File: src/trace_macros.svh
//------------------------------
// Trace buffer size macros
// Depth, address width, sample width
//------------------------------
`ifndef TRACE_MACROS_SVH
`define TRACE_MACROS_SVH

// Entries in the trace RAM
`define TRACE_DEPTH 1024

// Address width for TRACE_DEPTH entries
`define TRACE_AW 10

// Width of one stored sample
`define TRACE_DW 8

`endif

File: src/trace_pkg.sv
//------------------------------
// Capture state enum and the packed
// structs passed between trace blocks
//------------------------------
`include "trace_macros.svh"

package trace_pkg;

  typedef enum logic [1:0] {
    CAP_IDLE = 2'd0,
    CAP_PRE  = 2'd1,
    CAP_POST = 2'd2,
    CAP_DONE = 2'd3
  } capture_state_e;

  // One incoming sample with its strobe
  typedef struct packed {
    logic                 valid;
    logic [`TRACE_DW-1:0] data;
  } sample_t;

  // Read request, index counted from oldest entry
  typedef struct packed {
    logic                 req;
    logic [`TRACE_AW-1:0] index;
  } rd_req_t;

  typedef struct packed {
    logic                 valid;
    logic                 err;
    logic [`TRACE_DW-1:0] data;
  } rd_rsp_t;

  // Pointer, fill level and end-of-capture flag
  typedef struct packed {
    logic [`TRACE_AW-1:0] wr_ptr;
    logic [`TRACE_AW:0]   fill;
    logic                 post_zero;
  } ring_state_t;

  typedef struct packed {
    logic clear;
    logic write;
    logic load_post;
  } ring_cmd_t;

  typedef struct packed {
    capture_state_e     state;
    logic               done;
    logic [`TRACE_AW:0] fill;
  } status_t;

endpackage

File: src/ring_counter.sv
//------------------------------
// Write pointer, fill level and
// post-trigger countdown
//------------------------------
`timescale 1ns/1ps
`include "trace_macros.svh"

module ring_counter (
  input  logic                   rclk,
  input  logic                   rst_n,
  input  trace_pkg::ring_cmd_t   cmd,
  input  logic [`TRACE_AW-1:0]   post_len,
  output trace_pkg::ring_state_t ring
);

  logic [`TRACE_AW-1:0] wr_ptr_q;
  logic [`TRACE_AW:0]   fill_q;
  logic [`TRACE_AW-1:0] post_cnt_q;
  logic                 counting_q;

  //------------------------------
  // Pointer and fill
  //------------------------------
  always_ff @(posedge rclk) begin
    if (!rst_n || cmd.clear) begin
      wr_ptr_q   <= '0;
      fill_q     <= '0;
      counting_q <= 1'b0;
    end else begin
      if (cmd.write) begin
        // Pointer wraps, fill stops at full depth
        wr_ptr_q <= wr_ptr_q + 1'b1;
        if (fill_q != `TRACE_DEPTH) begin
          fill_q <= fill_q + 1'b1;
        end
      end
      if (cmd.load_post) begin
        counting_q <= 1'b1;
      end
    end
  end

  //------------------------------
  // Post-trigger countdown
  //------------------------------
  // Before the trigger the counter follows post_len, so a zero length shows
  // up as post_zero on the trigger sample. After the trigger it holds the
  // samples still owed beyond the next one
  always_ff @(posedge rclk) begin
    if (!rst_n) begin
      post_cnt_q <= '0;
    end else if (cmd.load_post) begin
      post_cnt_q <= post_len - 1'b1;
    end else if (!counting_q) begin
      post_cnt_q <= post_len;
    end else if (cmd.write && post_cnt_q != '0) begin
      post_cnt_q <= post_cnt_q - 1'b1;
    end
  end

  assign ring.wr_ptr    = wr_ptr_q;
  assign ring.fill      = fill_q;
  assign ring.post_zero = (post_cnt_q == '0);

  // Fill never above depth, and tracks the pointer until the ring is full
  a_fill_bound: assert property (
    @(posedge rclk) disable iff (!rst_n)
    (fill_q <= `TRACE_DEPTH) &&
    (fill_q == `TRACE_DEPTH || fill_q[`TRACE_AW-1:0] == wr_ptr_q)
  ) else $error("ring_counter: fill above depth or out of step with pointer");

endmodule

File: config.mk
export PLATFORM = sky130hd
export DESIGN_NAME = ring_counter
export DESIGN_NICKNAME = d
export VERILOG_FILES = /design/src/trace_pkg.sv /design/src/ring_counter.sv
export VERILOG_INCLUDE_DIRS = /design/src /design/src/src
export SDC_FILE = /design/constraint.sdc
export NUM_CORES = 1
export LEC_CHECK = 0
export BUFFER_PORTS_ARGS = -buffer_cell sky130_fd_sc_hd__buf_2
export CAP_MARGIN = 20
export CORE_MARGIN = 5
export CORE_UTILIZATION = 25
export DETAILED_ROUTE_END_ITERATION = 10
export HOLD_SLACK_MARGIN = 0.02
export PLACE_DENSITY = 0.41
export SLEW_MARGIN = 30
export SYNTH_ARGS = -nofsm -noshare
export SYNTH_HDL_FRONTEND = slang
export SYNTH_SLANG_ARGS = --single-unit
export TNS_END_PERCENT = 20
File: constraint.sdc
create_clock -name rclk -period 2.35 [get_ports rclk]
set_input_delay 0.1175 -clock rclk [delete_from_list [all_inputs] [get_ports rclk]]
set_output_delay 0.1175 -clock rclk [all_outputs]
set_load 0.005 [all_outputs]
==> key figures, run 1 <==
Cells and area
  – Commonest non-fill, non-tap cells in the layout: 36 x buf_2, 32 x dfxtp_1, 31 x nor2_1
  – Final Non-Filler Cells: 375
  – Core Util, Final: 0.316
  – Nets: 295
  – Area Growth Syn to Fin: 22.0%
  – Most common cell after layout, fill and taps aside: buf_2
  – N_diodes: 0
  – Layout cell share with drive strength beyond 1: 0.225

Hold path
  – HP Class: input pin to flop
  – WHS Path Cells: 3

Clock tree
  – CTS tree: built
  – CTS HTree Levels: 2
  – Total CTS buffers: 5
  – Clk root buf: clkbuf_8
  – # resized after CTS: 0
  – Post-CTS repair timing setup buffer count: 0
  – Hold_buf cts: 0
  – Clock buffer depth: 2
  – Sink Count: 32
  – Worst skew pair latency: 0.28 ns
  – Clk slew on worst S/H paths: approximately 0.07 ns

Yosys
  – Seq/Total Area, Yosys: 0.338
  – XOR/XNOR Fraction of Synth Area: 0.0970
  – Synth Area in Adders: 0.0330
  – Main synth FF type: dfxtp_1
  – Mean Syn Cell Area: ~8 um^2
  – Mux contribution to synthesized area: 0.0317
  – Asr flop ratio synth: 0
  – Post-synth EDFFs: 0
  – Main combinational cell family by area after synthesis: simple AND/OR/NAND/NOR gates
  – Post-Synthesis Cells: 236
  – #FFs+latches synth: 32
  – Synth warnings: 0
  – Compound-Gate Fraction of Synth Area: 0.161
  – Synth cell types: 48
  – Post-Synth Simple-Gate Area: 0.287
  – Post-synth net total: 256
  – Synth Cell Area: between 1500 and 2000 um^2

Worst setup path
  – Crit-path max FO: 11
  – Critical Path AT: 2.28 ns
  – Critical path type: flop to flop
  – Reg2Reg Depth: 7
  – Startpoint Class: flop
  – Crit path required time: around 2.5 ns
  – Worst Setup End Kind: flop

Pwr
  – Peak supply drop: approximately 0.00022 V
  – Pwr Density: 559 nW/um^2
  – P_leak: 0.925 nW

Die
  – Io pins: 37
  – Die Wd: 97.1 um
  – Starting Density: 0.259
  – Core footprint: between 7000 and 8000 um^2
  – Die area: 9430 um^2
  – Die H: 97.1 um
  – Rows: 31

Timing
  – Worst slew pin tran: 0.508 ns
  – Max_slew headroom: 0.662
  – Worst Clk Skew: 0.00619 ns
  – RSZ-0062 raised after global routing: false
  – Crit share post-route: 0.894
  – Final Hold Fails: 0
  – Final worst path period need: approximately 2.1 ns
  – Setup TNS: 0 ns
  – Slew Viols, Final: 0
  – Final setup viols: 0
  – Max Freq: 0.476 GHz

Routing
  – Residual DRC: 0
  – Vias/cell: 4.79
  – Drt total wl: between 4000 and 5000 um
  – DRT iter0 DRCs: 81
  – 1st-pass router iterations: 4
  – ANT nets after route: 0
  – Via count: 1795
  – Post-DR wirelength/cell: 13.0 um

Place
  – Cells after DPL: about 370
  – Port Buffers: 36
  – RePlAce Congestion: 0.760
  – DP HPWL: 3640 um

Global routing
  – GRT Max-Usage Layer: met2
  – Vias in the first global route: 1643
  – GRT Resource Usage Total: 0.100
  – Global-route met2 utilization: 0.176
  – First-pass GRT wire length: 7890 um
  – Largest net degree at the start of global routing: 23
  – Grt ovf: 0
  – Initial antenna violation count: 0
  – Met3 Use GR: 0.0294
  – Met1 Use GR: 0.119

Run status
  – Status: complete, no violations

Run
  – MaxCap Viol Count: 0
## registers in the layout, indices dropped and copies added, names as in the netlist
| signal | cells |
|---|---|
| post_cnt_q | 10 |
| counting_q | 1 |
| fill_q | 11 |
| wr_ptr_q | 10 |
## through the flow
step | setup slack, ns | power, mW | cell area [um^2] | hold WS, ns
5_1_grt | 0.0937 | 1.37 | 2310 | 0.220
3_3_place_gp | 0.219 | 0.787 | 2200 | 0.482
6_report | 0.249 | 1.29 | 2310 | 0.207
2_1_floorplan | 0.459 | 0.712 | 1900 | 0.280
4_1_cts | 0.145 | 1.32 | 2310 | 0.188
3_5_place_dp | 0.162 | 0.784 | 2200 | 0.482
## area by class of cell
class                      instances  area (um^2)
sequential                        32          641
clock buffer                       5         68.8
multi-input combinational        182         1160
clock inverter                     3         42.5
tap                               99          124
timing repair buffer              44          240
inverter                          10         37.5
fill                             805         5020
## worst max-delay path, cell delays in order (launching register included)
cell     delay (ns)
dfxtp_1        0.33
inv_1          0.07
ha_1           0.19
or4b_1         0.51
o31ai_2        0.35
nand2_2        0.23
mux2i_1        0.16
and2_1         0.15
## worst paths after layout
check                                                start                         end  slack [ns]
worst min-delay path                                 rst_n  post_cnt_q[5]$_SDFFE_PN0P_        0.21
worst max-delay path            post_cnt_q[0]$_SDFFE_PN0P_  post_cnt_q[0]$_SDFFE_PN0P_        0.25
worst max register to register  post_cnt_q[0]$_SDFFE_PN0P_  post_cnt_q[0]$_SDFFE_PN0P_        0.25
worst min register to register  post_cnt_q[8]$_SDFFE_PN0P_  post_cnt_q[8]$_SDFFE_PN0P_        0.49
## power breakdown
part,internal [mW],switching [mW],leakage (nW)
sequential,0.560,0.0198,0.261
clock,0.314,0.210,0.0541
combinational,0.0844,0.107,0.610
## kinds of logic after synthesis
family	Yosys count
AOI/OAI and AO/OA	45
DFF	32
xor gates and xnor gates	21
and+or+nand+nor	105
muxes	6
buffers and inverters	22
adders and majority gates	5
## Yosys cell counts (all sizes together), types with 2 or more instances
master	number	area, um^2
or4	4	33.8
nor2b	2	12.5
or3	5	33.8
a31oi	3	18.8
nor4b	2	17.5
nand2	23	86.3
or4b	2	23.8
nor4	6	43.8
o22ai	2	12.5
ha	5	62.6
nor2	31	116
dfxtp	32	641
a21oi	11	55.1
nand3	9	45.0
xor2	11	96.3
nor3	8	45.0
inv	10	37.5
o31ai	2	20.0
o21ai	15	75.1
and3	3	18.8
xnor2	10	87.6
a311oi	2	17.5
nand2b	4	25.0
buf	4	32.5
mux2i	6	60.1
clkbuf	8	30.0
nand4	3	18.8
## routing by layer
layer	vias to the layer above	wire, um	part of all wire
met5	-	0	0
met4	0	21	0.0043
met3	4	234	0.048
met2	41	2470	0.51
met1	836	2130	0.44
li1	914	-	-
Power figures use the tool's default switching activity.
==> run 2, diff against run 1 <==
- ABC_AREA: default -> 1
- CORE_UTILIZATION: 25 -> 35
- PLACE_DENSITY: 0.41 -> 0.53
==> run 2 against run 1 <==
Compared with the run above: die area down 20%; first-iteration DRC count is 16% higher; sequential power is essentially flat; final cell count grew 17%; power down 0.96%; critical endpoint is now ring[0]; largest power group unchanged.
==> key figures, run 2 <==
Cells and area
  – Most flop-heavy register: fill_q
  – Layout cell share with drive strength beyond 1: 0.175 (-0.0493)
  – N_diodes: 0 (unchanged)
  – Most common cell after layout, fill and taps aside: nand2_1
  – FILL cells: 637 (-21%)
  – Commonest non-fill, non-tap cells in the layout: 80 x nand2_1, 50 x nor2_1, 39 x inv_1
  – Largest regs: fill_q (11), post_cnt_q (10), wr_ptr_q (10)
  – Largest register FFs: 11 (unchanged)
  – Area Growth Syn to Fin: 15.7%
  – Final Non-Filler Cells: 440 (+17%)
  – Nets: 384 (+30%)

Die
  – Die area: 7570 um^2 (-20%)
  – Core footprint: 5850 um^2 (-20%)
  – Die H: 87.0 um (-10%)
  – Die Wd: 87.0 um (-10%)
  – Io pins: 37 (unchanged)
  – Starting Density: 0.355 (+0.0960)
  – Rows: 28 (-9.7%)

Run
  – MaxCap Viol Count: 0 (unchanged)

Pwr
  – Sw Share: 0.267 (+0.00666)
  – Internal Dissipation: 940 uW (-1.9%)
  – P_leak: 1.08 nW (+16%)
  – Psw: 342 uW (+1.6%)
  – Clock group share of total power: 0.409 (+0.005)
  – Gate power share: 0.138 (-0.010)
  – Flop pwr share: 0.452 (+0.004)
  – Pwr Density: 534 nW/um^2 (-4.5%)
  – Peak supply drop: 0.000301 V (+37%)

Yosys
  – Synth warnings: 0 (unchanged)
  – Mean Syn Cell Area: 6.37 um^2 (-21%)
  – Post-Synthesis Cells: 326 (+38%)
  – Post-synth net total: 346 (+35%)
  – Top cells by area, synth: dfxtp_1 31%, nand2_1 14%, nor2_1 9.0%
  – Synth top area share: 0.309 (-0.0291)
  – Asr flop ratio synth: 0 (unchanged)
  – Top-count cell post-synth: nand2_1
  – Yosys top cell by area: dfxtp_1
  – Main synth FF type: dfxtp_1
  – #FFs+latches synth: 32 (unchanged)
  – Top post-synthesis cells by count: 80 x nand2_1, 50 x nor2_1, 39 x inv_1
  – Synth cell types: 32 (-33%)
  – Synth Cell Area: 2080 um^2 (+9.4%)
  – Seq/Total Area, Yosys: 0.309 (-0.0291)
  – Post-synth EDFFs: 0 (unchanged)

Clock tree
  – # resized after CTS: 0 (unchanged)
  – Sink Count: 32 (unchanged)
  – CTS HTree Levels: 2 (unchanged)
  – Post-CTS repair timing setup buffer count: 0 (unchanged)
  – Total CTS buffers: 5 (unchanged)
  – Clk slew on worst S/H paths: 0.07 ns (about the same)
  – Clock buffer depth: 2 (unchanged)
  – CTS tree: built
  – Worst skew pair latency: 0.28 ns (about the same)
  – Hold_buf cts: 0 (unchanged)
  – Clk root buf: clkbuf_8

Routing
  – 1st-pass router iterations: 4 (unchanged)
  – Via count: 2005 (+12%)
  – Residual DRC: 0 (unchanged)
  – Drt total wl: 4740 um (-2.5%)
  – Vias/cell: 4.56 (-4.8%)
  – DRT iter0 DRCs: 94 (+16%)
  – Post-DR wirelength/cell: 10.8 um (-17%)
  – ANT nets after route: 0 (unchanged)

Worst setup path
  – Worst Setup End Kind: output pin
  – Critical path type: flop to output pin
  – Startpoint Class: flop
  – Critical Path AT: 1.58 ns (-0.70 ns)
  – Crit path required time: 2.23 ns (-0.30 ns)
  – Crit-path max FO: 5 (-6)

Place
  – Cells after DPL: 432 (+18%)
  – RePlAce Congestion: 0.801 (+5.4%)
  – Port Buffers: 36 (unchanged)
  – DP HPWL: 3800 um (+4.5%)

Global routing
  – Largest net degree at the start of global routing: 17 (-26%)
  – First-pass GRT wire length: 8160 um (+3.3%)
  – Grt ovf: 0 (unchanged)
  – GRT Resource Usage Total: 0.133 (+0.0331)
  – Vias in the first global route: 1836 (+12%)
  – Initial antenna violation count: 0 (unchanged)

Timing
  – Final worst path period need: 1.70 ns (-0.400 ns)
  – Worst Clk Skew: 0.00763 ns (+0.00144 ns)
  – RSZ-0062 raised after global routing: false
  – Max_slew headroom: 0.776 (+0.114)
  – Final setup viols: 0 (unchanged)
  – Final Hold Fails: 0 (unchanged)
  – Worst slew pin tran: 0.336 ns (-0.171 ns)
  – Max Freq: 0.588 GHz (+24%)
  – Crit share post-route: 0.724 (-0.170)
  – Slew Viols, Final: 0 (unchanged)
  – Setup TNS: 0 ns (unchanged)

Run status
  – Status: complete, no violations

Hold path
  – HP Class: input pin to flop
## run 2: changes by cell type after synthesis, moves of 6 or more
cell	previous run	this run
mux2i_1	6	0
o21ai_0	14	22
inv_1	10	39
a21oi_1	11	24
xnor2_1	10	2
clkbuf_1	8	0
xor2_1	11	5
nor2_1	31	50
nand2_1	23	80
nor2_2	0	7
nand3_1	9	22
## run 2: layout make-up
class | count | area, um^2 | area share
multi-input cells | 244 | 1200 | 0.498
flip-flops and latches | 32 | 641 | 0.267
repair buffers | 38 | 195 | 0.0813
inverters | 43 | 164 | 0.0683
well taps | 75 | 93.8 | 0.0391
clock buffers | 5 | 68.8 | 0.0287
clock inverters | 3 | 42.5 | 0.0177
## run 2: cells by family (layout without fill, tap and decap cells)
group,Yosys count,count (layout),synth area share
flip-flops,32,32,0.309
adder cells (fa/ha/maj),5,5,0.0301
AND/OR/NAND/NOR,175,175,0.371
XOR/XNOR,7,7,0.0295
AO/OA/AOI/OAI,57,57,0.145
buffers and inverters,50,89,0.115
## run 2: worst paths after layout
path	startpoint	depth (start not counted)	to	slack (ns)
setup / recovery	post_cnt_q[0]$_SDFFE_PN0P_	7	ring[0]	0.65
hold / removal	rst_n	3	post_cnt_q[1]$_SDFFE_PN0P_	0.16
setup reg to reg	post_cnt_q[0]$_SDFFE_PN0P_	10	post_cnt_q[6]$_SDFFE_PN0P_	0.84
hold reg to reg	fill_q[9]$_SDFFE_PP0P_	2	fill_q[9]$_SDFFE_PP0P_	0.49
## run 2: power groups by stage
stage	sequential [mW]	combinational, mW	clock, mW
after floorplan	0.587	0.135	0
after global placement	0.592	0.181	0
after detailed placement	0.592	0.180	0
after CTS	0.580	0.181	0.542
after global routing	0.582	0.210	0.566
final	0.580	0.178	0.525
## run 2: metal layers
metal | part of all wire | GRT usage | vias to the layer above
li1 | - | - | 1110
met1 | 0.48 | 0.171 | 862
met2 | 0.47 | 0.222 | 29
met3 | 0.040 | 0.0388 | 4
met4 | 0.0095 | 0.0269 | 0
met5 | 0 | 0 | -
## run 2: through the flow
step / hold slack (ns) / setup slack (ns) / util / cell area [um^2] / power (mW)
2_1_floorplan: 0.256 / 0.955 / - / 2080 / 0.722
3_3_place_gp: 0.463 / 0.820 / 0.391 / 2290 / 0.773
3_5_place_dp: 0.454 / 0.827 / 0.391 / 2290 / 0.772
4_1_cts: 0.151 / 0.628 / 0.410 / 2400 / 1.30
5_1_grt: 0.175 / 0.431 / 0.410 / 2400 / 1.36
6_report: 0.155 / 0.649 / 0.410 / 2400 / 1.28
## run 2: critical path, stage by stage, from the launching register on
cell and delay [ns]:
dfxtp_1 0.32, inv_1 0.10, ha_1 0.19, nand2_1 0.09
nor2_1 0.27, nand3b_1 0.13, nor2_1 0.10, buf_2 0.11
