===== src/trace_macros.svh =====
//------------------------------
// Trace buffer size macros
// Depth, address width, sample width
//------------------------------
`ifndef TRACE_MACROS_SVH
`define TRACE_MACROS_SVH

// Entries in the trace RAM
`define TRACE_DEPTH 1024

// Address width for TRACE_DEPTH entries
`define TRACE_AW 10

// Width of one stored sample
`define TRACE_DW 8

`endif


===== src/trace_pkg.sv =====
//------------------------------
// Capture state enum and the packed
// structs passed between trace blocks
//------------------------------
`include "trace_macros.svh"

package trace_pkg;

  typedef enum logic [1:0] {
    CAP_IDLE = 2'd0,
    CAP_PRE  = 2'd1,
    CAP_POST = 2'd2,
    CAP_DONE = 2'd3
  } capture_state_e;

  // One incoming sample with its strobe
  typedef struct packed {
    logic                 valid;
    logic [`TRACE_DW-1:0] data;
  } sample_t;

  // Read request, index counted from oldest entry
  typedef struct packed {
    logic                 req;
    logic [`TRACE_AW-1:0] index;
  } rd_req_t;

  typedef struct packed {
    logic                 valid;
    logic                 err;
    logic [`TRACE_DW-1:0] data;
  } rd_rsp_t;

  // Pointer, fill level and end-of-capture flag
  typedef struct packed {
    logic [`TRACE_AW-1:0] wr_ptr;
    logic [`TRACE_AW:0]   fill;
    logic                 post_zero;
  } ring_state_t;

  typedef struct packed {
    logic clear;
    logic write;
    logic load_post;
  } ring_cmd_t;

  typedef struct packed {
    capture_state_e     state;
    logic               done;
    logic [`TRACE_AW:0] fill;
  } status_t;

endpackage


===== src/readout_port.sv =====
//------------------------------
// Index to address mapping, read checks
// and the registered read response
//------------------------------
`timescale 1ns/1ps
`include "trace_macros.svh"

module readout_port (
  input  logic                      rclk,
  input  logic                      rst_n,
  input  trace_pkg::rd_req_t        req,
  input  trace_pkg::capture_state_e state,
  input  trace_pkg::ring_state_t    ring,
  output logic                      ren,
  output logic [`TRACE_AW-1:0]      raddr,
  input  logic [`TRACE_DW-1:0]      rdata,
  output trace_pkg::rd_rsp_t        rsp
);

  import trace_pkg::*;

  logic [`TRACE_AW-1:0] oldest;
  logic                 in_range;
  logic                 rd_ok;
  logic                 rsp_valid_q;
  logic                 rsp_err_q;

  // Oldest kept entry sits fill places behind the write pointer
  assign oldest   = ring.wr_ptr - ring.fill[`TRACE_AW-1:0];
  assign raddr    = oldest + req.index;
  assign in_range = ({1'b0, req.index} < ring.fill);
  assign rd_ok    = (state == CAP_DONE) && in_range;
  assign ren      = req.req && rd_ok;

  // Flags line up with the RAM output register
  always_ff @(posedge rclk) begin
    if (!rst_n) begin
      rsp_valid_q <= 1'b0;
      rsp_err_q   <= 1'b0;
    end else begin
      rsp_valid_q <= req.req;
      rsp_err_q   <= req.req && !rd_ok;
    end
  end

  assign rsp.valid = rsp_valid_q;
  assign rsp.err   = rsp_err_q;
  assign rsp.data  = (rsp_valid_q && !rsp_err_q) ? rdata : '0;

  // Every request answered on the next cycle and never otherwise
  a_rsp_latency: assert property (
    @(posedge rclk) disable iff (!rst_n)
    req.req |=> rsp.valid
  ) else $error("readout_port: request without response");

  a_rsp_no_spurious: assert property (
    @(posedge rclk) disable iff (!rst_n)
    !req.req |=> !rsp.valid
  ) else $error("readout_port: response without request");

endmodule


===== config.mk =====
export PLATFORM = sky130hd
export DESIGN_NAME = readout_port
export DESIGN_NICKNAME = d
export VERILOG_FILES = /design/src/trace_pkg.sv /design/src/readout_port.sv
export VERILOG_INCLUDE_DIRS = /design/src /design/src/src
export SDC_FILE = /design/constraint.sdc
export NUM_CORES = 1
export LEC_CHECK = 0
export BUFFER_PORTS_ARGS = -buffer_cell sky130_fd_sc_hd__clkbuf_2
export CORE_MARGIN = 5
export CORE_UTILIZATION = 32
export DETAILED_ROUTE_END_ITERATION = 8
export GPL_ROUTABILITY_DRIVEN = 0
export HOLD_SLACK_MARGIN = 0.15
export PLACE_DENSITY = 0.61
export SYNTH_ARGS = -nofsm -noshare
export SYNTH_HDL_FRONTEND = slang
export SYNTH_SLANG_ARGS = --single-unit

===== constraint.sdc =====
create_clock -name rclk -period 3.35 [get_ports rclk]
set_input_delay 0.1675 -clock rclk [delete_from_list [all_inputs] [get_ports rclk]]
set_output_delay 0.1675 -clock rclk [all_outputs]
set_load 0.03 [all_outputs]

==> results of run 1 <==
-- layer usage --
layer | track usage (%) | vias up | routed length (µm)
li1 | - | 583 | -
met1 | 13.60 | 433 | 999
met2 | 18.23 | 25 | 1128
met3 | 0.8319 | 0 | 108
met4 | 1.519 | 0 | 0
met5 | 0 | - | 0
-- area by class of cell --
| type | instances | area, µm² | share of cell area (%) |
|---|---|---|---|
| flip-flops and latches | 2 | 40.04 | 2.763 |
| multi-input cells | 95 | 832.0 | 57.43 |
| well taps | 46 | 57.56 | 3.972 |
| clock buffers | 3 | 22.52 | 1.554 |
| inverters | 47 | 176.4 | 12.18 |
| repair buffers | 64 | 320.3 | 22.11 |
-- cells in the mapped netlist --
library cell	number	area share (%)
o21ai_0	4	1.9
dfxtp_1	2	3.8
inv_1	47	17
a21o_1	2	1.4
nand3_1	6	2.8
a21oi_1	11	5.2
fa_1	9	17
o221ai_1	1	0.82
buf_4	2	1.4
and2_1	10	5.9
and3b_1	1	0.82
o211ai_1	3	2.1
ha_1	19	22
xor2_1	2	1.6
nand2_1	6	2.1
nand2b_1	1	0.59
nor2_1	5	1.8
xnor2_1	8	6.6
a221oi_2	1	1.4
and3_1	1	0.59
nor2b_1	2	1.2
o211a_1	1	0.94
a31oi_1	2	1.2
-- per-stage QoR --
step                area, µm²  setup slack, ps
global route             1449            716.6
CTS                      1449            852.4
finish                   1449            874.9
detailed placement       1426            859.5
global placement         1426            865.2
floorplan                1064             1038
-- placed cells by master (no fill, tap or decap) --
cell type / netlist / routed
clkbuf_2: 0 / 64
inv_1: 47 / 47
ha_1: 19 / 19
a21oi_1: 11 / 11
and2_1: 10 / 10
fa_1: 9 / 9
xnor2_1: 8 / 8
nand3_1: 6 / 6
nand2_1: 6 / 6
nor2_1: 5 / 5
o21ai_0: 4 / 4
o211ai_1: 3 / 3
clkbuf_4: 0 / 3
a31oi_1: 2 / 2
xor2_1: 2 / 2
a21o_1: 2 / 2
nor2b_1: 2 / 2
dfxtp_1: 2 / 2
o221ai_1: 1 / 1
nand2b_1: 1 / 1
a221oi_2: 1 / 1
and3b_1: 1 / 1
o211a_1: 1 / 1
and3_1: 1 / 1
-- logic make-up (layout without fill, tap and decap cells) --
| logic type | Yosys count | after routing | synth area share (%) |
|---|---|---|---|
| flops | 2 | 2 | 3.765 |
| simple gates | 32 | 32 | 15.77 |
| fa+ha+maj | 28 | 28 | 39.29 |
| compound gates | 25 | 25 | 14.94 |
| xor+xnor | 10 | 10 | 8.236 |
| buf+inv | 49 | 114 | 18.00 |
-- power breakdown --
part           switching, µW  internal (µW)
logic                    276            160
clock network           13.7           39.5
registers              0.568           25.5
total                    290            225
-- state kept, by name, summed over array words and instances, names as in the netlist --
| register | flops |
|---|---|
| rsp_err_q | 1 |
| rsp_valid_q | 1 |
-- final timing paths --
path                  startpoint                      to  slack [ps]  depth (start not counted)
worst max-delay path      req[5]                raddr[8]         870                         10
worst min-delay path       rst_n  rsp_valid_q$_SDFF_PN0_         230                          2
-- critical path, delay by kind of cell --
kind                     cells  cell delay, ps
AO/OA/AOI/OAI                3             700
XOR/XNOR                     1             140
adder cells (fa/ha/maj)      2             880
buffers and inverters        4             410
==> results.cfg, run 1 <==
[run_status]
outcome = completed

[cts]
cts_tree = done
cts-hold-fix-buffers = 0
cts_buffer_depth = 2
cts_resized = 0
numCtsBuffers = 3
cts_root_buffer = clkbuf_4
post_cts_buffers = 0
cts_max_level = 1
cts.sinks = 2
clk_pin_slew_worst_paths_ps = 30

[sta]
maxSlewHeadroom_pct = 76.56
fin_crit_ps = 2475
finalSetupViolations = 0
drv_slew = 0
rsz0062_at_grt = false
holdWs_ps = 231.4
final_hold_viol_count = 0
setup_tns_ps = 0
fin_crit_sh_pct = 73.88
worstMarginPinSlew_ps = 350.8
fmax_mhz = 404.0

[logic_synthesis]
syn_area_mm2 = 0.001064
ys_types = 23
synth_nets = 219
synth_seq_cells = 2
synth_cells = 146
seq_area_frac_synth_pct = 3.765
yosys_warnings = 0
syn_avg_cell_area_um2 = 7.284

[critical_path]
endpoint_kind = primary output
cp-start-kind = input pin
crit_required_ps = 3180
critPathSlowestCell = fa_1
path_class = input pin to primary output
critPathMaxStageDelay_ps = 520
crit_chain = clkbuf_2, inv_1, fa_1, inv_1, ha_1, a21o_1, a21o_1, a221oi_2, xnor2_1, clkbuf_2
cp.arrival_ps = 2310
cp_max_fo = 5

[power]
powerDensity_mw_per_mm2 = 355.2
irDropWorstVdd_mv = 0.2068
p_total_uw = 514.7
power.leakage_uw = 0.0009180

[floorplanning]
rows = 21
initial_core_util_pct = 32.38
core_mm2 = 0.003284
die_y_um = 67.65
die_area_mm2 = 0.004577
ioPinCount = 66
die_w_um = 67.65

[placement]
placed_cells = 254
placement.io_buffers = 64
detailed_place_hpwl_um = 2103

[global_route]
grtUsageTotal_pct = 10.25
grt-ovfl-total = 0
grt_pass1_vias = 1008
antenna_found_initial = 0
grt_max_degree = 9
grt_pass1_wl_um = 3822

[layout]
n_fill_cell = 345
n_antenna_cell = 0
final_cells = 257
final_core_util_pct = 44.11
area_growth_pct = 36.24
drive_gt1_share_pct = 32.23
finalNetCount = 286

[min_path]
hp-class = input pin to flop

[route]
vias = 1041
drt-initial-drc-count = 11
wl_um = 2236
detail_route.wl_per_cell_um = 8.700
routed_via_density = 4.051
dr.pass1.iters = 4
drc = 0
postRouteAntennaNets = 0

[flow_run]
cap_viol_max_count = 0
Power figures use the tool's default switching activity.
==> inputs of run 2 (changes only) <==
Settings changed: ABC_AREA set to 1, PLACE_DENSITY 0.61 to 0.59.
Clock period 3.35 ns to 2.4 ns, I/O delays scaled along.
==> run 2 against run 1 <==
Global-route usage hardly changed. Die area is 12% higher. Worst setup slack worse by 610 ps. Routed wire length is 17% higher. Synthesized area is 14% higher. Hold slack better by 86 ps. Design area is 13% higher. Largest cell class unchanged. Highest routed layer is now met4.
==> results.cfg, run 2 <==
[global_route]
grt_pass1_vias = 1153
antenna_found_initial = 0
grt_max_degree = 9
grtUsageTotal_pct = 10.27
grt_pass1_wl_um = 4381
grt-ovfl-total = 0

[floorplanning]
die_w_um = 71.62
core_mm2 = 0.003661
die_y_um = 71.62
die_area_mm2 = 0.005129
initial_core_util_pct = 33.19
ioPinCount = 66
rows = 22

[layout]
final_common_cell = inv_1
n_antenna_cell = 0
multiInputGateArea_um2 = 867.1
final_core_util_pct = 44.84
drive_gt1_share_pct = 25.09
seqCellArea_um2 = 40.04
final_cell_mix = inv_1, clkbuf_2, nand2_1
n_fill_cell = 409
finalNetCount = 354
reg_top3 = rsp_err_q x1, rsp_valid_q x1
area_growth_pct = 35.12

[route]
drt-initial-drc-count = 41
postRouteAntennaNets = 0
detail_route.wl_per_cell_um = 7.988
dr.pass1.iters = 4
vias = 1291
drc = 0
routed_via_density = 3.948
wl_um = 2612

[sta]
setup_tns_ps = 0
worstMarginPinSlew_ps = 257.3
final_hold_viol_count = 0
finalSetupViolations = 0
maxSlewHeadroom_pct = 82.85
drv_slew = 0
fmax_mhz = 469.1
fin_crit_sh_pct = 88.82
rsz0062_at_grt = false
fin_crit_ps = 2132
setup_slack_ps = 268.4

[cts]
numCtsBuffers = 3
cts_tree = done
cts_root_buffer = clkbuf_8
clk_pin_slew_worst_paths_ps = 30
cts_max_level = 1
cts.sinks = 2
cts_buffer_depth = 2

[logic_synthesis]
synth_largest_area_cell = inv_1
syn_area_mm2 = 0.001215
synth_most_common_cell = inv_1
synth_edf_count = 0
synth_seq_cells = 2
synth_top_area_share_pct = 24.10
synth_commonest_cells = inv_1, nand2_1, ha_1
ys_types = 18
syn_avg_cell_area_um2 = 5.731
synth_compound_area_share_pct = 4.840
seq_area_frac_synth_pct = 3.296
muxShareOfSynthArea_pct = 0
synth_area_leaders = inv_1, ha_1, nand2_1, fa_1, nor2_1
synth_top_family_by_area = adder cells
postSynth.asyncResetShare_pct = 0
synth_flop_cell = dfxtp_1
synthXorXnorAreaFrac_pct = 2.884
yosys.area_share.simple_pct = 29.25
synth_nets = 285
synth_cells = 212
synth-adder-area-share_pct = 34.40
yosys_warnings = 0

[placement]
post-place-ws_ps = 265.3
detailed_place_hpwl_um = 2487
placement.io_buffers = 64

[critical_path]
cp-start-kind = input pin
path_class = input pin to primary output
crit_start = req[4]
cp.arrival_ps = 2010
crit_required_ps = 2280
cp_max_fo = 4
endpoint_kind = primary output

[min_path]
min_path_cells = 6
hp-start = state[1]
hp-class = input pin to flop
min_to = rsp_err_q$_SDFF_PN0_

[power]
powerDensity_mw_per_mm2 = 469.6
irDropWorstVdd_mv = 0.2066
power.leakage_uw = 0.001189

[run_status]
outcome = completed

[flow_run]
cap_viol_max_count = 0
-- run 2: report_power, final --
group          internal (µW)  switching [µW]  total (µW)  leakage, µW
combinational            210             396         606      0.00115
sequential              35.5           0.784        36.3    0.0000166
clock                    106            22.7         128    0.0000216
total                    351             420         771      0.00119
-- run 2: logic make-up after synthesis --
logic type               Yosys count
adder cells (fa/ha/maj)           28
AND/OR/NAND/NOR                   88
AO/OA/AOI/OAI                     10
buffers and inverters             80
XOR/XNOR                           4
flip-flops                         2
-- run 2: area by class of cell --
type,instances,area share [%]
repair buffers,66,20.73
well taps,48,3.659
inverters,78,17.84
multi-input cells,130,52.82
clock buffers,3,2.515
flip-flops and latches,2,2.439
-- run 2: per-layer routing --
| layer | part of all wire [%] | GRT usage (%) |
|---|---|---|
| met5 | 0 | 0 |
| met4 | 0.88 | 3.132 |
| met3 | 6.5 | 2.525 |
| met2 | 48 | 18.16 |
| met1 | 45 | 12.13 |
-- run 2: worst max-delay path, stage by stage --
cell and delay [ps]:
clkbuf_2 90, inv_1 50, fa_1 530, inv_1 40, ha_1 340, a21oi_1 270, nor2_1 70, nor2_1 120
nand3_1 80, nand2_1 90, clkbuf_2 200
-- run 2: worst max-delay path by stage --
| stage | end | slack, ps | cells after the start |
|---|---|---|---|
| after CTS | raddr[7] | 260 | 11 |
| after detailed placement | raddr[7] | 270 | 11 |
| after global placement | raddr[8] | 280 | 10 |
| final | raddr[7] | 270 | 11 |
| after floorplan | raddr[5] | 420 | 7 |
| after global routing | raddr[7] | 140 | 11 |
-- run 2: what timing repair did --
action	CTS	global route
resized for setup	0	0
hold buffers	2	0
hold endpoints to repair	1	0
buffers inserted	0	0
-- run 2: through the flow --
stage / std cells / power, µW / area [µm²] / hold slack (ps)
global route: 327 / 857.1 / 1642 / 344.8
detailed placement: 322 / 649.8 / 1580 / 335.9
floorplan: 212 / 485.6 / 1215 / 231.9
finish: 327 / 770.9 / 1642 / 317.3
global placement: 322 / 647.4 / 1580 / 330.8
CTS: 327 / 787.5 / 1642 / 325.7
==> inputs of run 3 (changes only) <==
Settings changed: ABC_AREA 1 to 0, PLACE_DENSITY 0.59 to 0.61.
==> run 3 against run 2 <==
Routed wire length down 13%. Combinational power grew 5.6%. Critical path type unchanged. Count of clock-buffer cells in the layout unchanged. Highest routed layer unchanged. Global-route usage shrank 0.073 points. Design area fell by 9.5%. Maximum frequency is 6.5% lower. Utilization up 0.42 points. Hold slack got worse by 140 ps.
==> results.cfg, run 3 (synthesis results as in run 1) <==
[global_route]
antenna_found_initial = 0
grtUsageTotal_pct = 10.19
grt_pass1_vias = 1052
grt-ovfl-total = 0
grt_max_degree = 9
grt_pass1_wl_um = 3774

[layout]
reg_top3 = rsp_err_q x1, rsp_valid_q x1
final_cells = 260
final_common_cell = clkbuf_2
area_growth_pct = 39.77
final_cell_mix = clkbuf_2, inv_1, ha_1
design_area_mm2 = 0.001486
drive_gt1_share_pct = 34.11
final_core_util_pct = 45.26
finalNetCount = 289
n_antenna_cell = 0

[critical_path]
path_class = input pin to primary output
endpoint_kind = primary output
crit_required_ps = 2280
cp.arrival_ps = 2160
cp-start-kind = input pin
cp_max_fo = 2

[min_path]
hp-class = input pin to flop

[sta]
setup_tns_ps = 0
final_hold_viol_count = 0
fmax_mhz = 438.6
fin_crit_sh_pct = 94.99
fin_crit_ps = 2280
maxSlewHeadroom_pct = 75.06
setup_slack_ps = 120.3
rsz0062_at_grt = false
drv_slew = 0
finalSetupViolations = 0
worstMarginPinSlew_ps = 373.4

[run_status]
outcome = completed

[power]
powerDensity_mw_per_mm2 = 503.8
power.leakage_uw = 0.0009345
irDropWorstVdd_mv = 0.2419

[placement]
detailed_place_hpwl_um = 2150
post-place-ws_ps = 71.66
placement.io_buffers = 64
placed_cells = 257
placed_area_mm2 = 0.001449

[floorplanning]
ioPinCount = 66
die_w_um = 67.65
die_y_um = 67.65
rows = 21
core_mm2 = 0.003284
initial_core_util_pct = 32.38
die_area_mm2 = 0.004577

[route]
dr.pass1.iters = 2
wl_um = 2285
drt-initial-drc-count = 11
vias = 1078
drc = 0
postRouteAntennaNets = 0
routed_via_density = 4.146
detail_route.wl_per_cell_um = 8.788

[cts]
numCtsBuffers = 3
cts_buffer_depth = 2
cts_tree = done
cts_root_buffer = clkbuf_4
cts.sinks = 2
cts_max_level = 1
clk_pin_slew_worst_paths_ps = 30
cts-hold-fix-buffers = 0
post_cts_buffers = 0

[flow_run]
cap_viol_max_count = 0
run 3: cell count changes in the layout (fill, tap and decap cells not counted), sizes merged, moves of 3 or more:
cell,delta
a21oi,+4
and2,+9
buf,+5
inv,-31
nand2,-50
nand3,-4
nor2,-14
o211ai,+3
o21ai,+3
xnor2,+7
run 3: critical path, stage by stage:
cell and delay (ps):
clkbuf_2 90, inv_1 50, fa_1 530, inv_1 40, ha_1 300, a21o_1 200, a21o_1 200, a221oi_2 290
xnor2_1 150, buf_4 180
run 3: final cells by class:
cell class	instances	area [µm²]
Timing Repair Buffer	67	347.8
Inverter	47	176.4
Tap cell	46	57.56
Clock buffer	3	22.52
Fill cell	349	1798
Sequential cell	2	40.04
Multi-Input combinational cell	95	842.1
run 3: stage by stage:
stage,total power [µW],hold slack (ps)
2_1_floorplan,485.0,300.0
3_3_place_gp,663.7,406.0
3_5_place_dp,666.8,400.6
4_1_cts,745.6,169.5
5_1_grt,827.6,196.3
6_report,748.8,176.9
run 3: where the power goes:
group / switching [µW] / leakage (µW) / internal, µW
Combinational: 392 / 0.000904 / 248
Sequential: 0.905 / 0.0000166 / 35.6
Clock: 17.5 / 0.0000138 / 55.0
run 3: repair_timing:
action	4_1_cts	5_1_grt
hold endpoints to repair	0	0
setup endpoints to repair	0	3
resized for setup	0	8
run 3: worst paths after layout:
kind | start | to | slack [ps] | depth (start not counted)
max | req[5] | raddr[8] | 120 | 10
min | rst_n | rsp_valid_q$_SDFF_PN0_ | 180 | 2
run 3: routing by layer:
layer,up-vias,wire length (µm),track usage (%)
met4,0,19,3.038
met5,-,0,0
met1,457,991,12.24
li1,592,-,-
met2,27,1155,18.83
met3,2,119,0.9983
