[src/trace_macros.svh]
//------------------------------
// Trace buffer size macros
// Depth, address width, sample width
//------------------------------
`ifndef TRACE_MACROS_SVH
`define TRACE_MACROS_SVH

// Entries in the trace RAM
`define TRACE_DEPTH 1024

// Address width for TRACE_DEPTH entries
`define TRACE_AW 10

// Width of one stored sample
`define TRACE_DW 8

`endif

[src/trace_pkg.sv]
//------------------------------
// Capture state enum and the packed
// structs passed between trace blocks
//------------------------------
`include "trace_macros.svh"

package trace_pkg;

  typedef enum logic [1:0] {
    CAP_IDLE = 2'd0,
    CAP_PRE  = 2'd1,
    CAP_POST = 2'd2,
    CAP_DONE = 2'd3
  } capture_state_e;

  // One incoming sample with its strobe
  typedef struct packed {
    logic                 valid;
    logic [`TRACE_DW-1:0] data;
  } sample_t;

  // Read request, index counted from oldest entry
  typedef struct packed {
    logic                 req;
    logic [`TRACE_AW-1:0] index;
  } rd_req_t;

  typedef struct packed {
    logic                 valid;
    logic                 err;
    logic [`TRACE_DW-1:0] data;
  } rd_rsp_t;

  // Pointer, fill level and end-of-capture flag
  typedef struct packed {
    logic [`TRACE_AW-1:0] wr_ptr;
    logic [`TRACE_AW:0]   fill;
    logic                 post_zero;
  } ring_state_t;

  typedef struct packed {
    logic clear;
    logic write;
    logic load_post;
  } ring_cmd_t;

  typedef struct packed {
    capture_state_e     state;
    logic               done;
    logic [`TRACE_AW:0] fill;
  } status_t;

endpackage

[src/capture_ctrl.sv]
//------------------------------
// Capture FSM: arm, pre-trigger,
// post-trigger and done
//------------------------------
`timescale 1ns/1ps

module capture_ctrl (
  input  logic                      rclk,
  input  logic                      rst_n,
  input  logic                      arm,
  input  logic                      sample_valid,
  input  logic                      trigger,
  input  trace_pkg::ring_state_t    ring,
  output trace_pkg::ring_cmd_t      cmd,
  output trace_pkg::capture_state_e state
);

  import trace_pkg::*;

  capture_state_e state_q;
  capture_state_e state_d;

  //------------------------------
  // State register
  //------------------------------
  always_ff @(posedge rclk) begin
    if (!rst_n) begin
      state_q <= CAP_IDLE;
    end else begin
      state_q <= state_d;
    end
  end

  //------------------------------
  // Next state and ring commands
  //------------------------------
  // post_zero from the ring means the next qualifying sample is the last one.
  // Before the trigger that is the trigger sample itself (post_len of zero)
  always_comb begin
    state_d = state_q;
    cmd     = '0;
    case (state_q)
      CAP_IDLE, CAP_DONE: begin
        // Arm restarts from an empty ring
        if (arm) begin
          cmd.clear = 1'b1;
          state_d   = CAP_PRE;
        end
      end
      CAP_PRE: begin
        if (sample_valid) begin
          cmd.write = 1'b1;
          // Trigger counts only with a valid sample
          if (trigger) begin
            cmd.load_post = 1'b1;
            if (ring.post_zero) begin
              state_d = CAP_DONE;
            end else begin
              state_d = CAP_POST;
            end
          end
        end
      end
      CAP_POST: begin
        if (sample_valid) begin
          cmd.write = 1'b1;
          // Last post-trigger sample
          if (ring.post_zero) begin
            state_d = CAP_DONE;
          end
        end
      end
      default: begin
        state_d = CAP_IDLE;
      end
    endcase
  end

  assign state = state_q;

  //------------------------------
  // Checks
  //------------------------------
  // Nothing reaches the RAM outside a capture, so the ring stays put
  a_write_in_capture: assert property (
    @(posedge rclk) disable iff (!rst_n)
    (state_q == CAP_IDLE || state_q == CAP_DONE) && !arm |=> $stable(ring.wr_ptr)
  ) else $error("capture_ctrl: write outside capture");

  // Clear only on arm, and the ring is empty once capture starts
  a_clear_on_arm: assert property (
    @(posedge rclk) disable iff (!rst_n)
    cmd.clear |-> arm ##1 (state_q == CAP_PRE && ring.fill == '0)
  ) else $error("capture_ctrl: clear without arm or ring not emptied");

endmodule

[config.mk]
export PLATFORM = sky130hd
export DESIGN_NAME = capture_ctrl
export DESIGN_NICKNAME = d
export VERILOG_FILES = /design/src/trace_pkg.sv /design/src/capture_ctrl.sv
export VERILOG_INCLUDE_DIRS = /design/src /design/src/src
export SDC_FILE = /design/constraint.sdc
export NUM_CORES = 1
export LEC_CHECK = 0
export ABC_AREA = 1
export BUFFER_PORTS_ARGS = -buffer_cell sky130_fd_sc_hd__buf_2
export CORE_AREA = 3 3 40 42
export DETAILED_ROUTE_END_ITERATION = 6
export DIE_AREA = 0 0 43 45
export MAX_ROUTING_LAYER = met4
export SLEW_MARGIN = 20
export SYNTH_ARGS = -nofsm -noshare
export SYNTH_HDL_FRONTEND = slang
export SYNTH_SLANG_ARGS = --single-unit
[constraint.sdc]
create_clock -name rclk -period 3.3 [get_ports rclk]
set_clock_uncertainty 0.05 [all_clocks]
set_input_delay 0.495 -clock rclk [delete_from_list [all_inputs] [get_ports rclk]]
set_output_delay 0.495 -clock rclk [all_outputs]
set_load 0.005 [all_outputs]
==> results of run 1 <==
## placed cells by master, fill, tap and decap left out
| cell type | count |
|---|---|
| a21oi_1 | 2 |
| buf_2 | 10 |
| clkbuf_4 | 3 |
| dfxtp_1 | 2 |
| ha_1 | 2 |
| inv_1 | 8 |
| nand2_1 | 9 |
| nand2_2 | 3 |
| nand3_1 | 1 |
| nand3_2 | 1 |
| nor2_1 | 3 |
## how the worst max path moves through the flow
stage | start | end | slack, ns | depth (start not counted)
after floorplan | state[0] | cmd[1] | 1.80 | 5
after global placement | state[0] | cmd[1] | 1.68 | 6
after detailed placement | state[0] | cmd[1] | 1.66 | 6
after CTS | state[0] | cmd[1] | 1.42 | 6
after global routing | state[0] | cmd[1] | 1.35 | 6
final | state[0] | cmd[1] | 1.45 | 6
## stage by stage
step                      power, µW  utilization  area [µm²]  worst slack [ns]  cells
after global placement          185        0.197         253              1.68     56
final                           238        0.214         275              1.45     59
after detailed placement        187        0.197         253              1.66     56
after CTS                       245        0.214         275              1.42     59
after global routing            271        0.214         275              1.35     59
after floorplan                 145            -         184              1.80     31
## kinds of logic after synthesis
logic type / Yosys count
AND/OR/NAND/NOR: 17
buffers and inverters: 8
AO/OA/AOI/OAI: 2
adder cells (fa/ha/maj): 2
flip-flops: 2
## final cells by class
type                    instances  area, µm²
repair buffers                 10       50.0
inverters                       8       30.0
well taps                      15       18.8
flip-flops and latches          2       40.0
fillers                       160       1010
clock buffers                   3       22.5
multi-input cells              21        114
## power groups by stage
stage / clock network [µW] / registers [µW] / logic [µW]
floorplan: 0 / 46.1 / 98.8
global placement: 0 / 46.1 / 139
detailed placement: 0 / 45.9 / 141
CTS: 56.8 / 45.6 / 142
global route: 61.0 / 47.9 / 162
finish: 53.6 / 45.2 / 139
## worst max-delay path, stage by stage (launching register included)
cell     delay [ns]
dfxtp_1        0.33
inv_1          0.06
ha_1           0.32
inv_1          0.09
nand2_1        0.05
a21oi_1        0.10
buf_2          0.12
## layer usage
layer / share of wire / vias to the layer above / routed length, µm / GRT usage
li1: - / 116 / - / -
met1: 0.47 / 88 / 206 / 0.0622
met2: 0.43 / 7 / 187 / 0.0778
met3: 0.092 / 0 / 40 / 0.0518
met4: 0 / 0 / 0 / 0.0361
met5: 0 / - / 0 / -
==> out/results.tsv, run 1 <==
stage	metric	value	unit
global_routing	initial antenna violation count	0	
power	Pleak	0.000171	µW
finish	antenna cells	0	
power	Clock power frac	0.225	
timing	Final Max Tran Viols	0	
global_routing	first-pass GRT wire length	800	µm
routing	via-per-instance ratio	3.58	
global_routing	vias in the first global route	219	
worst_setup_path	Critical Path End Type	output pin	
timing	setup TNS	0	ns
clock_tree	CTS H-tree lvls	1	
worst_setup_path	crit path DAT	1.30	ns
die	die width	43	µm
die	Starting Density	0.143	
timing	Fmax	0.541	GHz
worst_setup_path	crit path launch type	flop	
clock_tree	hold_buf cts	0	
logic_synthesis	Synth Flop Type	dfxtp_1	
worst_setup_path	R2R Setup Slk	2.09	ns
hold_path	Hold Path Depth	3	
logic_synthesis	Syn Std Cell Area	184	µm²
clock_tree	Reg clk slew, reported paths	0.03	ns
logic_synthesis	top-count cell post-synth	nand2_1	
clock_tree	root buf cell	clkbuf_4	
logic_synthesis	top cells by count, synth	nand2_1 (9), inv_1 (8), nand2_2 (3), nor2_1 (3)	
die	die height	45	µm
hold_path	min-delay worst type	input port to flop	
clock_tree	Worst-Skew Late Latency	0.22	ns
placement	IO Port Bufs	10	
timing	RSZ-0062 raised after global routing	false	
clock_tree	number of CTS-inserted buffers	3	
power	maximum vdd drop	0.000209	V
logic_synthesis	Post-Syn Instances	31	
finish	Largest register FFs	2	
run	Max Cap Viol	0	
worst_setup_path	Critical Path RT	2.75	ns
logic_synthesis	multiplexer share of the synthesized area	0	
routing	via count	211	
power	NetSw	101	µW
timing	Rel. slew slack	0.910	
power	Logic pwr share	0.585	
worst_setup_path	Worst R2R Path Depth	6	
routing	First-pass DRT Iterations	4	
logic_synthesis	Post-synth EDFFs	0	
hold_path	hold_sp	rst_n	
timing	Tmin final	1.85	ns
power	Int Pwr	137	µW
logic_synthesis	Post-Synth Simple-Gate Area	0.429	
logic_synthesis	top-area cell type share of the netlist area	0.218	
clock_tree	Clock Sinks	2	
routing	antenna violation net count after detailed routing	0	
logic_synthesis	Yosys warnings	0	
timing	Fin Hold WS	0.445	ns
logic_synthesis	Async S/R FF share, synth	0	
finish	nets	75	
timing	final number of hold-violating endpoints	0	
outcome	run status	finished, final reports clean	
routing	wire length per cell	7.36	µm
finish	share of cells above drive strength 1	0.386	
timing	Tightest Pin Transition	0.135	ns
die	row cnt	13	
placement	Routability Congestion	0.673	
worst_setup_path	R2R Path End	state[0]	
clock_tree	Longest Clk Path Bufs	2	
die	CORE AREA	1280	µm²
timing	fin crit share	0.560	
die	Die ar.	1940	µm²
clock_tree	post-CTS setup buffers	0	
worst_setup_path	reg-to-reg startpoint	state[0]	
logic_synthesis	main combinational cell family by area after synthesis	simple AND/OR/NAND/NOR gates	
power	Flop pwr share	0.190	
logic_synthesis	Synth area leaders	dfxtp_1 (22%), nand2_1 (18%), inv_1 (16%)	
routing	DRC viols	0	
logic_synthesis	register area share after synthesis	0.218	
global_routing	gr ovfl total	0	
power	power density cells	865	nW/µm²
power	fraction of power spent switching nets	0.426	
die	io pins	32	
worst_setup_path	critical path class	flop to output pin	
logic_synthesis	Post-Syn Area per Cell	5.93	µm²
logic_synthesis	Yosys reg bits	2	
routing	Starting DRT DRC Count	3	
logic_synthesis	Syn Nets	60	
clock_tree	CTS resizes	0	
hold_path	hold path endpoint	state[1]	
logic_synthesis	Synth Area in XOR/XNOR	0	
global_routing	GRT Util Overall	0.0607	
clock_tree	CTS tree	yes	
finish	area grow syn2layout	49.7	%
placement	dpl hpwl	362	µm
routing	Routed WL	434	µm
worst_setup_path	Critical Path Fanout Max	3	
logic_synthesis	dominant cell type by area after synthesis	dfxtp_1	
logic_synthesis	Compound-Gate Fraction of Synth Area	0.0544	
logic_synthesis	Synth Area in Adders	0.136	
global_routing	largest net degree at the start of global routing	5	
timing	final setup fails	0	
logic_synthesis	Cell variety after synth	9	
No activity file was read; power rests on OpenSTA's default activity.
==> run 2: changes to the inputs <==
==> constraint.sdc (replaced) <==
create_clock -name rclk -period 1.55 [get_ports rclk]
set_clock_uncertainty 0.05 [all_clocks]
set_input_delay 0.2325 -clock rclk [delete_from_list [all_inputs] [get_ports rclk]]
set_output_delay 0.2325 -clock rclk [all_outputs]
set_load 0.005 [all_outputs]
==> out/results.tsv, run 2 (synthesized netlist as in run 1, its figures left out) <==
stage	metric	value	unit
outcome	run status	finished, final reports clean	
clock_tree	CTS H-tree lvls	1	
routing	DR WL met3	40	µm
routing	First-pass DRT Iterations	4	
worst_setup_path	delay-heaviest family, CP	flip-flops	
timing	Rel. slew slack	0.921	
die	CORE AREA	1280	µm²
timing	RSZ-0062 raised after global routing	false	
hold_path	Hold Path Depth	3	
timing	fin crit share	0.951	
placement	Routability Congestion	0.673	
finish	area grow syn2layout	57.8	%
power	power density cells	1910	nW/µm²
timing	final number of hold-violating endpoints	0	
global_routing	largest net degree at the start of global routing	5	
routing	Starting DRT DRC Count	2	
clock_tree	Clock Sinks	2	
timing	Tightest Pin Transition	0.119	ns
timing	Final Max Tran Viols	0	
hold_path	hold_sp	rst_n	
clock_tree	Worst-Skew Late Latency	0.22	ns
power	Pleak	0.000171	µW
routing	via-per-instance ratio	3.63	
worst_setup_path	reg-to-reg startpoint	state[1]	
routing	Top Metal Used	met3	
worst_setup_path	R2R Path End	state[0]	
worst_setup_path	Critical Path Fanout Max	3	
die	row cnt	13	
routing	antenna violation net count after detailed routing	0	
finish	share of cells above drive strength 1	0.477	
die	Die ar.	1940	µm²
finish	most common cell after layout, fill and taps aside	buf_2	
routing	DRC viols	0	
clock_tree	Longest Clk Path Bufs	2	
placement	dpl hpwl	362	µm
worst_setup_path	Critical Path End Type	output pin	
routing	Routed WL	473	µm
worst_setup_path	slowest stage delay, CP	0.33	ns
timing	setup TNS	0	ns
global_routing	vias in the first global route	223	
worst_setup_path	critical-path cell list	inv_2, ha_4, inv_1, nand2_1, a21oi_1, buf_2	
worst_setup_path	crit path launch type	flop	
clock_tree	Reg clk slew, reported paths	0.03	ns
routing	via count	214	
die	io pins	32	
worst_setup_path	Slowest-stage cell, CP	dfxtp_2	
run	Max Cap Viol	0	
routing	wire length per cell	8.02	µm
finish	most frequent cells in the layout	buf_2 (10), nand2_1 (9), inv_1 (7)	
clock_tree	post-CTS setup buffers	0	
die	Starting Density	0.143	
worst_setup_path	Critical Path RT	1.27	ns
power	PnR Total Power	553	µW
clock_tree	CTS tree	yes	
worst_setup_path	critical path class	flop to output pin	
worst_setup_path	Worst R2R Path Depth	6	
clock_tree	number of CTS-inserted buffers	3	
timing	Fmax	0.678	GHz
finish	nets	75	
power	maximum vdd drop	0.000486	V
hold_path	hold path endpoint	state[1]	
global_routing	initial antenna violation count	0	
routing	M1 WL	210	µm
worst_setup_path	crit path DAT	1.19	ns
timing	Tmin final	1.47	ns
global_routing	GRT Util Overall	0.0633	
global_routing	first-pass GRT wire length	841	µm
finish	Largest register FFs	2	
placement	IO Port Bufs	10	
worst_setup_path	R2R Setup Slk	0.43	ns
clock_tree	root buf cell	clkbuf_4	
finish	antenna cells	0	
hold_path	min-delay worst type	input port to flop	
die	die height	45	µm
routing	metal2 WL	222	µm
global_routing	gr ovfl total	0	
die	die width	43	µm
timing	final setup fails	0	
worst_setup_path	buffer and inverter count on the worst path	3	
run 2: cell counts in the layout (fill, tap and decap cells not counted):
Identical to the previous run, type by type.
run 2: power breakdown:
group	internal, µW	switching, µW	total (µW)
Sequential	82.3	26.5	109
Combinational	151	178	330
Clock	85.5	29.4	115
Total	319	234	553
run 2: final cells by class:
class / count / area (µm²)
Fill cell: 161 / 995
Multi-Input combinational cell: 21 / 126
Timing Repair Buffer: 10 / 50.0
Sequential cell: 2 / 42.5
Inverter: 8 / 30.0
Clock buffer: 3 / 22.5
Tap cell: 15 / 18.8
run 2: worst min-delay path, stage by stage:
cell and delay (ns):
buf_2 0.10, inv_1 0.04, a21oi_1 0.03
run 2: per-layer routing:
| metal | up-vias | GRT usage |
|---|---|---|
| met5 | - | - |
| met4 | 0 | 0.0361 |
| met3 | 0 | 0.0518 |
| met2 | 7 | 0.0868 |
| met1 | 90 | 0.0622 |
| li1 | 117 | - |
run 2: worst max-delay path by stage:
stage,slack [ns],depth (start not counted),end,startpoint
floorplan,0.31,5,cmd[1],state[0]
global placement,0.20,6,cmd[1],state[0]
detailed placement,0.17,6,cmd[1],state[0]
CTS,0.002,6,cmd[1],state[0]
global route,0.0009,6,cmd[1],state[0]
finish,0.08,6,cmd[1],state[0]
run 2: what timing repair did:
action	CTS	global route
hold buffers	0	0
resized for setup	1	3
endpoints found under the setup margin	1	1
run 2: stage by stage:
stage | std cells | instance area [µm²] | hold WS (ns) | utilization | setup WS (ns)
after CTS | 59 | 288 | 0.177 | 0.224 | 0.00162
after detailed placement | 56 | 253 | 0.410 | 0.197 | 0.175
after floorplan | 31 | 184 | 0.292 | - | 0.312
after global routing | 59 | 290 | 0.193 | 0.226 | 0.000915
final | 59 | 290 | 0.176 | 0.226 | 0.0761
after global placement | 56 | 253 | 0.413 | 0.197 | 0.196
==> run 3: changes to the inputs <==
--- a/config.mk
+++ b/config.mk
@@ -12,6 +12,7 @@
 export DETAILED_ROUTE_END_ITERATION = 6
 export DIE_AREA = 0 0 43 45
 export MAX_ROUTING_LAYER = met4
+export SETUP_SLACK_MARGIN = 0.1
 export SLEW_MARGIN = 20
 export SYNTH_ARGS = -nofsm -noshare
 export SYNTH_HDL_FRONTEND = slang
==> out/results.tsv, run 3 (synthesized netlist as in run 1, its figures left out) <==
stage	metric	value	unit
outcome	run status	finished, final reports clean	
timing	Fmax	0.701	GHz
routing	via count	219	
timing	fin crit share	0.920	
routing	wire length per cell	7.95	µm
global_routing	largest net degree at the start of global routing	5	
routing	Routed WL	485	µm
power	maximum vdd drop	0.000519	V
die	io pins	32	
power	power density cells	1950	nW/µm²
die	CORE AREA	1280	µm²
worst_setup_path	worst setup path endpoint	cmd[1]	
clock_tree	CTS H-tree lvls	1	
global_routing	GRT Util Overall	0.0650	
die	row cnt	13	
finish	area grow syn2layout	67.3	%
timing	setup TNS	0	ns
placement	Routability Congestion	0.673	
finish	final core occ	0.240	
routing	DRC viols	0	
finish	most frequent cells in the layout	buf_2 (10), nand2_1 (9), inv_1 (6)	
global_routing	vias in the first global route	232	
routing	via-per-instance ratio	3.59	
worst_setup_path	slowest stage delay, CP	0.33	ns
worst_setup_path	reg-to-reg startpoint	state[1]	
die	die width	43	µm
power	PnR Total Power	601	µW
clock_tree	Worst-Skew Late Latency	0.22	ns
timing	RSZ-0062 raised after global routing	true	
worst_setup_path	crit path launch type	flop	
worst_setup_path	critical path class	flop to output pin	
worst_setup_path	R2R Path End	state[0]	
routing	First-pass DRT Iterations	4	
placement	dpl hpwl	362	µm
finish	most common cell after layout, fill and taps aside	buf_2	
timing	final setup fails	0	
finish	share of cells above drive strength 1	0.543	
worst_setup_path	critical-path cell list	inv_2, ha_4, inv_2, nand2_1, a21oi_1, buf_2	
worst_setup_path	crit path DAT	1.14	ns
global_routing	gr ovfl total	0	
clock_tree	root buf cell	clkbuf_4	
timing	Tmin final	1.43	ns
worst_setup_path	critical path's most frequent cell	inv_2	
clock_tree	Longest Clk Path Bufs	2	
global_routing	initial antenna violation count	0	
routing	antenna violation net count after detailed routing	0	
worst_setup_path	Critical Path End Type	output pin	
clock_tree	Reg clk slew, reported paths	0.03	ns
run	Max Cap Viol	0	
worst_setup_path	Slowest-stage cell, CP	dfxtp_2	
finish	antenna cells	0	
clock_tree	Clock Sinks	2	
worst_setup_path	Critical Path RT	1.27	ns
timing	Final Max Tran Viols	0	
placement	IO Port Bufs	10	
finish	Largest register FFs	2	
routing	Starting DRT DRC Count	5	
finish	nets	77	
die	die height	45	µm
hold_path	min-delay worst type	input port to flop	
worst_setup_path	Worst R2R Path Depth	6	
timing	Rel. slew slack	0.924	
timing	final number of hold-violating endpoints	0	
worst_setup_path	worst setup path startpoint	state[0]	
timing	Tightest Pin Transition	0.114	ns
clock_tree	number of CTS-inserted buffers	3	
clock_tree	CTS tree	yes	
die	Die ar.	1940	µm²
power	Pleak	0.000177	µW
die	Starting Density	0.143	
global_routing	first-pass GRT wire length	869	µm
worst_setup_path	Critical Path Fanout Max	3	
worst_setup_path	R2R Setup Slk	0.46	ns
[run 3: cell type report]
cell class / count / area [µm²]
fillers: 159 / 977
multi-input cells: 21 / 129
repair buffers: 12 / 65.1
flip-flops and latches: 2 / 42.5
inverters: 8 / 30.0
clock buffers: 3 / 22.5
well taps: 15 / 18.8
[run 3: timing repair]
item | 4_1_cts | 5_1_grt
hold buffers | 0 | 0
pin swaps | 1 | 0
resized for setup | 5 | 1
setup buffers | 1 | 1
setup endpoints to repair | 2 | 2
[run 3: routing by layer]
metal / GRT usage / routed length, µm
met5: - / 0
met4: 0.0361 / 0
met3: 0.0518 / 40
met1: 0.0670 / 220
met2: 0.0868 / 224
[run 3: where the power goes]
part	total [µW]	switching, µW	internal (µW)
Clock	115	29.4	85.5
Combinational	375	188	187
Sequential	111	28.6	82.4
Total	601	246	355
[run 3: how the worst min path moves through the flow]
stage	slack, ns	end	startpoint	depth (start not counted)
after global placement	0.41	state[1]	rst_n	3
after global routing	0.19	state[1]	rst_n	3
after CTS	0.17	state[1]	rst_n	3
after detailed placement	0.41	state[1]	rst_n	3
after floorplan	0.29	state[1]	rst_n	2
final	0.18	state[1]	rst_n	3
[run 3: worst max-delay path: cells and delay by family (launching register included)]
kind                       cells  cell delay (ns)
DFF                            1             0.33
buffers and inverters          3             0.23
adders and majority gates      1             0.22
AOI/OAI and AO/OA              1             0.10
and+or+nand+nor                1             0.04
[run 3: stage by stage]
| stage | worst slack, ns | std cells | hold WS (ns) | area (µm²) |
|---|---|---|---|---|
| 4_1_cts | 0.108 | 60 | 0.169 | 298 |
| 3_5_place_dp | 0.175 | 56 | 0.410 | 253 |
| 3_3_place_gp | 0.196 | 56 | 0.413 | 253 |
| 2_1_floorplan | 0.312 | 31 | 0.292 | 184 |
| 6_report | 0.124 | 61 | 0.176 | 308 |
| 5_1_grt | 0.0529 | 61 | 0.193 | 308 |
